--- src/verilog/mips_isa_pkg.sv ---
// instruction formats, opcode and funct codes, instruction union
`default_nettype none

package mips_isa_pkg;

    localparam int REG_COUNT = 32;

    // primary opcodes
    localparam logic [5:0] OP_RTYPE = 6'b000000;
    localparam logic [5:0] OP_ADDI  = 6'b001000;
    localparam logic [5:0] OP_SLTI  = 6'b001010;
    localparam logic [5:0] OP_SLTIU = 6'b001011;
    localparam logic [5:0] OP_ANDI  = 6'b001100;
    localparam logic [5:0] OP_ORI   = 6'b001101;
    localparam logic [5:0] OP_XORI  = 6'b001110;
    localparam logic [5:0] OP_LUI   = 6'b001111;

    // funct codes for OP_RTYPE only
    localparam logic [5:0] FN_SLL  = 6'b000000;
    localparam logic [5:0] FN_SRL  = 6'b000010;
    localparam logic [5:0] FN_SRA  = 6'b000011;
    localparam logic [5:0] FN_ADD  = 6'b100000;
    localparam logic [5:0] FN_SUB  = 6'b100010;
    localparam logic [5:0] FN_AND  = 6'b100100;
    localparam logic [5:0] FN_OR   = 6'b100101;
    localparam logic [5:0] FN_XOR  = 6'b100110;
    localparam logic [5:0] FN_NOR  = 6'b100111;
    localparam logic [5:0] FN_SLT  = 6'b101010;
    localparam logic [5:0] FN_SLTU = 6'b101011;

    typedef logic [4:0] reg_addr_t;

    typedef struct packed {
        logic [5:0] opcode;                 // bits 31..26.
        reg_addr_t  rs;
        reg_addr_t  rt;
        reg_addr_t  rd;
        logic [4:0] shamt;
        logic [5:0] funct;                  // bits 5..0.
    } instr_r_t;

    typedef struct packed {
        logic [5:0]  opcode;
        reg_addr_t   rs;
        reg_addr_t   rt;                    // destination for I-type.
        logic [15:0] imm;
    } instr_i_t;

    // one 32-bit word in two field layouts
    typedef union packed {
        instr_r_t r;
        instr_i_t i;
    } instr_t;

endpackage

`default_nettype wire

--- src/verilog/mips_alu_pkg.sv ---
// ALU operation codes, execute control struct, ALU result struct
`default_nettype none

package mips_alu_pkg;

    import mips_isa_pkg::*;

    // op fields are [5:3] logic function, [2:1] shift kind, [0] invert B with carry-in
    localparam logic [5:0] ALU_ADD  = 6'b000_00_0;
    localparam logic [5:0] ALU_SUB  = 6'b000_00_1;
    localparam logic [5:0] ALU_SLL  = 6'b000_01_0;
    localparam logic [5:0] ALU_SRL  = 6'b000_10_0;
    localparam logic [5:0] ALU_SRA  = 6'b000_11_0;
    localparam logic [5:0] ALU_AND  = 6'b001_00_0;
    localparam logic [5:0] ALU_OR   = 6'b010_00_0;
    localparam logic [5:0] ALU_XOR  = 6'b011_00_0;
    localparam logic [5:0] ALU_NOR  = 6'b100_00_0;
    localparam logic [5:0] ALU_SLT  = 6'b101_00_1;   // compares subtract.
    localparam logic [5:0] ALU_SLTU = 6'b110_00_1;

    typedef struct packed {
        logic [5:0]  alu_op;
        logic        use_imm;               // operand b from imm.
        logic        use_shamt;             // shift amount from imm[4:0].
        logic [31:0] imm;
        reg_addr_t   rs;
        reg_addr_t   rt;
        reg_addr_t   rd;
        logic        wr_en;
    } exec_ctrl_t;

    typedef struct packed {
        logic [31:0] value;
        logic        zero;                  // value is zero.
        logic        neg;                   // value bit 31.
    } alu_res_t;

endpackage

`default_nettype wire

--- src/verilog/mips_alu.sv ---
// ALU with adder, shifter, logic unit, comparators, result select and flags
`timescale 1ns/100ps
`default_nettype none

module mips_alu
    import mips_alu_pkg::*;
(
    input  wire [31:0]  opr_a_i,
    input  wire [31:0]  opr_b_i,
    input  wire [4:0]   shamt_i,
    input  wire [5:0]   op_i,
    output alu_res_t    res_o
);

    logic        cin;
    logic [31:0] opr_b_eff;
    logic [32:0] sum_ext;
    logic [31:0] sum;
    logic        carry_out;
    logic        ovf;
    logic        lt_signed;
    logic        lt_unsigned;
    logic [31:0] shift_res;
    logic [31:0] logic_res;
    logic [31:0] value;

    // one adder for add, sub and both compares
    assign cin       = op_i[0];
    assign opr_b_eff = cin ? ~opr_b_i : opr_b_i;
    assign sum_ext   = {1'b0, opr_a_i} + {1'b0, opr_b_eff} + {32'd0, cin};
    assign sum       = sum_ext[31:0];
    assign carry_out = sum_ext[32];

    assign ovf         = (opr_a_i[31] == opr_b_eff[31]) && (sum[31] != opr_a_i[31]);
    assign lt_signed   = sum[31] ^ ovf;         // sign corrected for overflow.
    assign lt_unsigned = ~carry_out;            // borrow out of a - b.

    always_comb begin
        case (op_i[2:1])
            2'b01:   shift_res = opr_a_i << shamt_i;
            2'b10:   shift_res = opr_a_i >> shamt_i;
            2'b11:   shift_res = $unsigned($signed(opr_a_i) >>> shamt_i);
            default: shift_res = opr_a_i;
        endcase
    end

    always_comb begin
        case (op_i[5:3])
            3'b001:  logic_res = opr_a_i & opr_b_i;
            3'b010:  logic_res = opr_a_i | opr_b_i;
            3'b011:  logic_res = opr_a_i ^ opr_b_i;
            3'b100:  logic_res = ~(opr_a_i | opr_b_i);
            default: logic_res = '0;
        endcase
    end

    always_comb begin
        case (op_i)
            ALU_ADD, ALU_SUB:           value = sum;
            ALU_SLL, ALU_SRL, ALU_SRA:  value = shift_res;
            ALU_AND, ALU_OR,
            ALU_XOR, ALU_NOR:           value = logic_res;
            ALU_SLT:                    value = {31'd0, lt_signed};
            ALU_SLTU:                   value = {31'd0, lt_unsigned};
            default:                    value = '0;
        endcase
    end

    assign res_o.value = value;
    assign res_o.zero  = (value == '0);
    assign res_o.neg   = value[31];

endmodule

`default_nettype wire

--- src/verilog/mips_decoder.sv ---
// instruction decoder mapping a word to execute control and flagging illegal encodings
`timescale 1ns/100ps
`default_nettype none

module mips_decoder
    import mips_isa_pkg::*;
    import mips_alu_pkg::*;
(
    input  wire instr_t     instr_i,
    output exec_ctrl_t      ctrl_o,
    output logic            illegal_o
);

    logic [31:0] imm_sext;
    logic [31:0] imm_zext;

    assign imm_sext = {{16{instr_i.i.imm[15]}}, instr_i.i.imm};
    assign imm_zext = {16'h0000, instr_i.i.imm};

    always_comb begin
        // I-type layout as the default with R-type overrides below
        ctrl_o           = '0;
        ctrl_o.alu_op    = ALU_ADD;
        ctrl_o.use_imm   = 1'b1;
        ctrl_o.imm       = imm_sext;
        ctrl_o.rs        = instr_i.i.rs;
        ctrl_o.rt        = instr_i.i.rt;
        ctrl_o.rd        = instr_i.i.rt;
        ctrl_o.wr_en     = 1'b1;
        illegal_o        = 1'b0;

        case (instr_i.r.opcode)
            OP_RTYPE: begin
                ctrl_o.use_imm = 1'b0;
                ctrl_o.rd      = instr_i.r.rd;
                ctrl_o.imm     = {27'd0, instr_i.r.shamt};
                case (instr_i.r.funct)
                    FN_ADD:  ctrl_o.alu_op = ALU_ADD;
                    FN_SUB:  ctrl_o.alu_op = ALU_SUB;
                    FN_AND:  ctrl_o.alu_op = ALU_AND;
                    FN_OR:   ctrl_o.alu_op = ALU_OR;
                    FN_XOR:  ctrl_o.alu_op = ALU_XOR;
                    FN_NOR:  ctrl_o.alu_op = ALU_NOR;
                    FN_SLT:  ctrl_o.alu_op = ALU_SLT;
                    FN_SLTU: ctrl_o.alu_op = ALU_SLTU;
                    FN_SLL, FN_SRL, FN_SRA: begin
                        ctrl_o.use_shamt = 1'b1;
                        ctrl_o.rs        = instr_i.r.rt;    // shift source is rt.
                        ctrl_o.alu_op    = (instr_i.r.funct == FN_SLL) ? ALU_SLL :
                                           (instr_i.r.funct == FN_SRL) ? ALU_SRL : ALU_SRA;
                    end
                    default: illegal_o = 1'b1;
                endcase
            end
            OP_ADDI:  ctrl_o.alu_op = ALU_ADD;
            OP_SLTI:  ctrl_o.alu_op = ALU_SLT;
            OP_SLTIU: ctrl_o.alu_op = ALU_SLTU;   // sign-extended then compared unsigned.
            OP_ANDI: begin
                ctrl_o.alu_op = ALU_AND;
                ctrl_o.imm    = imm_zext;
            end
            OP_ORI: begin
                ctrl_o.alu_op = ALU_OR;
                ctrl_o.imm    = imm_zext;
            end
            OP_XORI: begin
                ctrl_o.alu_op = ALU_XOR;
                ctrl_o.imm    = imm_zext;
            end
            OP_LUI: begin
                ctrl_o.rs  = '0;                    // r0 + upper imm.
                ctrl_o.imm = {instr_i.i.imm, 16'h0000};
            end
            default: illegal_o = 1'b1;
        endcase

        // r0 + 0 gives a zero result and no write
        if (illegal_o) begin
            ctrl_o         = '0;
            ctrl_o.alu_op  = ALU_ADD;
            ctrl_o.use_imm = 1'b1;
        end
    end

    always_comb begin
        assert final (ctrl_o.alu_op inside {ALU_ADD, ALU_SUB, ALU_SLL, ALU_SRL, ALU_SRA,
                                            ALU_AND, ALU_OR, ALU_XOR, ALU_NOR,
                                            ALU_SLT, ALU_SLTU})
        else $error("decoder drives undefined alu_op %b", ctrl_o.alu_op);
    end

endmodule

`default_nettype wire

--- src/verilog/mips_exec_unit.sv ---
// execute core top with decoder, register file, ALU, operand select and result register
`timescale 1ns/100ps
`default_nettype none

module mips_exec_unit
    import mips_isa_pkg::*;
    import mips_alu_pkg::*;
(
    input  wire             clk_i,
    input  wire             rst_n_i,
    input  wire             instr_valid_i,
    input  wire instr_t     instr_i,
    output logic            result_valid_o,
    output alu_res_t        result_o,
    output reg_addr_t       dest_o,
    output logic            illegal_o
);

    exec_ctrl_t  ctrl;
    logic        illegal;
    logic [31:0] rd_data_a;
    logic [31:0] rd_data_b;
    logic [31:0] opr_b;
    logic [4:0]  shamt;
    alu_res_t    alu_res;
    logic        rf_wr_en;

    mips_decoder u_decoder (
        .instr_i   (instr_i),
        .ctrl_o    (ctrl),
        .illegal_o (illegal)
    );

    assign rf_wr_en = instr_valid_i && ctrl.wr_en && !illegal && (ctrl.rd != '0);

    mips_regfile u_regfile (
        .clk_i       (clk_i),
        .rst_n_i     (rst_n_i),
        .rd_addr_a_i (ctrl.rs),
        .rd_addr_b_i (ctrl.rt),
        .rd_data_a_o (rd_data_a),
        .rd_data_b_o (rd_data_b),
        .wr_en_i     (rf_wr_en),
        .wr_addr_i   (ctrl.rd),
        .wr_data_i   (alu_res.value)
    );

    assign opr_b = ctrl.use_imm ? ctrl.imm : rd_data_b;
    assign shamt = ctrl.use_shamt ? ctrl.imm[4:0] : opr_b[4:0];

    mips_alu u_alu (
        .opr_a_i (rd_data_a),
        .opr_b_i (opr_b),
        .shamt_i (shamt),
        .op_i    (ctrl.alu_op),
        .res_o   (alu_res)
    );

    always_ff @(posedge clk_i or negedge rst_n_i) begin
        if (!rst_n_i) begin
            result_valid_o <= 1'b0;
            result_o       <= '0;
            dest_o         <= '0;
            illegal_o      <= 1'b0;
        end else begin
            result_valid_o <= instr_valid_i;
            if (instr_valid_i) begin          // hold last result between issues.
                result_o  <= alu_res;
                dest_o    <= ctrl.rd;
                illegal_o <= illegal;
            end
        end
    end

    a_result_latency : assert property (@(posedge clk_i) disable iff (!rst_n_i)
        instr_valid_i |=> result_valid_o)
    else $error("no result one cycle after issue");

    a_no_spurious_result : assert property (@(posedge clk_i) disable iff (!rst_n_i)
        !instr_valid_i |=> !result_valid_o)
    else $error("result valid without a prior issue");

endmodule

`default_nettype wire

--- src/verilog/mips_regfile.sv ---
// 32 x 32-bit register file, two read ports, one write port, r0 hardwired
`timescale 1ns/100ps
`default_nettype none

module mips_regfile
    import mips_isa_pkg::*;
(
    input  wire             clk_i,
    input  wire             rst_n_i,
    input  wire reg_addr_t  rd_addr_a_i,
    input  wire reg_addr_t  rd_addr_b_i,
    output logic [31:0]     rd_data_a_o,
    output logic [31:0]     rd_data_b_o,
    input  wire             wr_en_i,
    input  wire reg_addr_t  wr_addr_i,
    input  wire [31:0]      wr_data_i
);

    logic [31:0] regs [1:REG_COUNT-1];     // r0 not stored.

    always_ff @(posedge clk_i or negedge rst_n_i) begin
        if (!rst_n_i) begin
            for (int i = 1; i < REG_COUNT; i++) begin
                regs[i] <= '0;
            end
        end else if (wr_en_i && (wr_addr_i != '0)) begin
            regs[wr_addr_i] <= wr_data_i;
        end
    end

    assign rd_data_a_o = (rd_addr_a_i == '0) ? '0 : regs[rd_addr_a_i];
    assign rd_data_b_o = (rd_addr_b_i == '0) ? '0 : regs[rd_addr_b_i];

    // r0 reads zero on both ports even after writes elsewhere
    a_r0_reads_zero : assert property (@(posedge clk_i) disable iff (!rst_n_i)
        ((rd_addr_a_i == '0) |-> (rd_data_a_o == '0)) and
        ((rd_addr_b_i == '0) |-> (rd_data_b_o == '0)))
    else $error("register zero read back nonzero");

    // the top filters writes to r0
    a_no_r0_write : assert property (@(posedge clk_i) disable iff (!rst_n_i)
        wr_en_i |-> (wr_addr_i != '0))
    else $error("write enable asserted for register zero");

endmodule

`default_nettype wire
--- config.mk ---
export PLATFORM = sky130hd
export DESIGN_NAME = mips_exec_unit
export DESIGN_NICKNAME = d
export VERILOG_FILES = /design/src/verilog/mips_isa_pkg.sv /design/src/verilog/mips_alu_pkg.sv /design/src/verilog/mips_alu.sv /design/src/verilog/mips_decoder.sv /design/src/verilog/mips_exec_unit.sv /design/src/verilog/mips_regfile.sv
export SDC_FILE = /design/constraint.sdc
export NUM_CORES = 2
export LEC_CHECK = 0
export ABC_AREA = 1
export BUFFER_PORTS_ARGS = -buffer_cell sky130_fd_sc_hd__buf_2
export CAP_MARGIN = 20
export CELL_PAD_IN_SITES_DETAIL_PLACEMENT = 1
export CELL_PAD_IN_SITES_GLOBAL_PLACEMENT = 1
export CORE_MARGIN = 2
export CORE_UTILIZATION = 51
export DETAILED_ROUTE_END_ITERATION = 16
export PLACE_DENSITY_LB_ADDON = 0.1
export SETUP_SLACK_MARGIN = 0.05
export SYNTH_ARGS = -nofsm -noshare
export SYNTH_HDL_FRONTEND = slang
export SYNTH_SLANG_ARGS = --single-unit
--- constraint.sdc ---
create_clock -name clk_i -period 9.69 [get_ports clk_i]
set_input_delay 1.4535 -clock clk_i [delete_from_list [all_inputs] [get_ports clk_i]]
set_output_delay 1.4535 -clock clk_i [all_outputs]
set_load 0.02 [all_outputs]
==> run summary <==
Core Box Area: 128000 um^2
GPL Wtd Cong: 1.02
CTS buffer count: 119
Crit. Startpoint: instr_i[26]
PD cells: 158 nW/um^2
Synth Instances: 9467
1st-iter DRT viols: 10468
Levels on crit path: 34
Leak pwr: 31.7 nW
Residual DRC: 0
Number of synthesized register bits: 1032
Sw frac: 31.8%
Most frequent CP cell: nand2_1
1st-pass router iterations: 9
Synth-to-Final Area Change: 8.66%
Worst r2r src: u_regfile.regs[525]
CP max stage cell: o311ai_0
Clock transition at path regs: 60 ps
Unrepaired setup endpoints after global routing: no
H-tree depth: 3
Final instance area: 71500 um^2
Clk_skew: 62.1 ps
Detailed placer's ending HPWL: 202000 um
Yosys Warn Count: 0
Share of layout cells above drive strength 1: 7.69%
First-pass GRT wire length: 475000 um
Die Height: 363 um
Data required, critical path: 10370 ps
Setup Fix Bufs, Post-CTS: 0
Worst slew pin tran: 1270 ps
Die width: 363 um
Starting density of the core: 51.5%
CTS tree: yes
Reg2Reg Depth: 24
Number of synthesized flops with an enable pin: 0
Synth Net Count: 9598
Family with the most delay on the worst path: simple AND/OR/NAND/NOR gates
Setup crit end: result_o[1]
Max Cap Violations: 0
Hold Startpoint: result_o[7]
Clk network pwr share: 43.6%
Logic pwr share: 17.2%
Clock root cell: clkbuf_16
IO Pins: 76
Maximum vdd ir drop: 0.000168 V
Fin crit share: 87.4%
WP buf/inv: 3
WHS: 478 ps
RR Endpoint: result_o[1]
Crit path max fanout: 128
R2R Setup Slk: 4020 ps
Cell Area, Placed: 67200 um^2
GRT overflow: 0
CTS sink cnt: 1032
Final slew viol count: 0
Highest-count cells in the layout ignoring fill and taps: nand2_1 (3361), nand3_1 (1113), dfrtp_1 (1032)
Worst skew pair latency: 800 ps
Drt total wl: 320000 um
Top FF cell, synth: dfrtp_1
Normalized max-slew margin: 14.5%
Post-route minimum period: 8470 ps
Post-synthesis instance area: 65800 um^2
Antenna-violating nets left: 0
Async set-reset flop share out of synthesis: 100%
Row count: 131
Global Route Usage Sum: 47.7%
# port buffers: 75
Die area: 132000 um^2
CTS Buffer Depth: 3
Fin. Hold Viols: 0
Post_cts resized: 0
FMAX: 118 MHz
Distinct cells, synth: 65
Largest stage delay, worst path: 710 ps
Most common cell after layout, fill and taps aside: nand2_1
Flop pwr share: 39.2%
Critical Path Source Type: primary input
CP Capture Type: flip-flop
# diodes: 0
Hold Path Class: reg -> reg
CTS Hold Bufs: 0
Status: complete, no violations
Crit Path Class: in -> reg
# setup viols final: 0
Sw power: 3.59 mW
Sequential share of the synthesized area: 39.3%
Power Total: 11.3 mW
Initial antenna violation count: 15
Final nets: 9254
Total Neg Setup Slack: 0 ps
Average size of a mapped cell: 6.95 um^2
Largest net degree at the start of global routing: 167
Crit path arrival time: 9150 ps
Filler cells: 16428
WL/cell: 29.4 um
Internal: 7.71 mW
Routed vias: 73627
Vias per std cell: 6.76
Number of global-route vias before repair: 73099
==> power by group through the flow <==
| stage | Sequential [mW] | Clock [mW] | Combinational, mW |
|---|---|---|---|
| finish | 4.43 | 4.93 | 1.94 |
| global route | 4.43 | 5.09 | 2.02 |
| floorplan | 4.51 | 0 | 0.983 |
| detailed placement | 4.50 | 0 | 1.83 |
| global placement | 4.50 | 0 | 1.80 |
| CTS | 4.43 | 4.93 | 1.85 |
==> cells in the mapped netlist, drive strengths merged (33+ instances only) <==
master  number  area share [%]
dfrtp     1032              39
buf        336             2.9
xor2        33            0.44
nand4       36            0.34
nor3        59            0.47
a221oi     130             1.7
a31oi       83            0.79
a32o        81             1.2
nor2       316             2.0
o21ai     1053             8.0
clkbuf     459             2.6
nand3     1127             8.7
o311ai      64            0.85
a21oi      373             2.9
o211ai     181             2.1
nand2     3392              20
inv        480             2.7
ha          95             1.8
==> final cells by class <==
cell class,instances,area (um^2),area share (%)
multi-input combinational,7152,34700,48.6
sequential,1032,25800,36.1
clock buffer,174,3580,5.00
timing repair buffer,330,2760,3.85
tap,1662,2080,2.91
inverter,488,1850,2.59
clock inverter,49,696,0.973
==> sequential cells by signal (all words and copies together) (netlist names) <==
name and cells:
result_o 33, dest_o 5, result_valid_o 1, u_regfile.regs 992
illegal_o 1
==> metal layers <==
metal  wire (um)  vias up  track usage, %
met1      123000    36393            62.0
met2      135000     4851            70.2
li1            -    31046               -
met5          76        -               0
met3       36700     1325            11.7
met4       24800       12            32.0
==> kinds of logic (layout without fill, tap and decap cells) <==
group	Yosys count	count (layout)	share of synthesized area, %
compound gates	2065	2065	18.8
xor+xnor	34	34	0.453
fa+ha+maj	96	96	1.84
buf+inv	1283	1041	8.35
flops	1032	1032	39.3
simple gates	4957	4957	31.3
==> worst min path at each step <==
stage / to / slack [ps] / cells after the start
2_1_floorplan: u_regfile.regs[132] / 450 / 2
3_3_place_gp: result_o[20] / 460 / 2
3_5_place_dp: result_o[7] / 470 / 2
4_1_cts: result_o[23] / 480 / 2
5_1_grt: result_o[6] / 500 / 2
6_report: result_o[7] / 480 / 2
==> stage by stage <==
stage | setup WS [ps] | util, % | cells
CTS | 1530 | 55.9 | 10883
finish | 1220 | 55.9 | 10887
global route | 781 | 55.9 | 10887
detailed placement | 841 | 52.5 | 10660
global placement | 794 | 52.5 | 10659
floorplan | 2860 | - | 9467
==> worst register-to-register path: cells and delay by family (launching register included) <==
kind | cells | cell delay, ps
AOI/OAI and AO/OA | 8 | 2520
xor gates and xnor gates | 1 | 180
adders and majority gates | 1 | 370
buffers and inverters | 1 | 70
DFF | 1 | 390
and+or+nand+nor | 13 | 2040
Power figures use the tool's default switching activity.
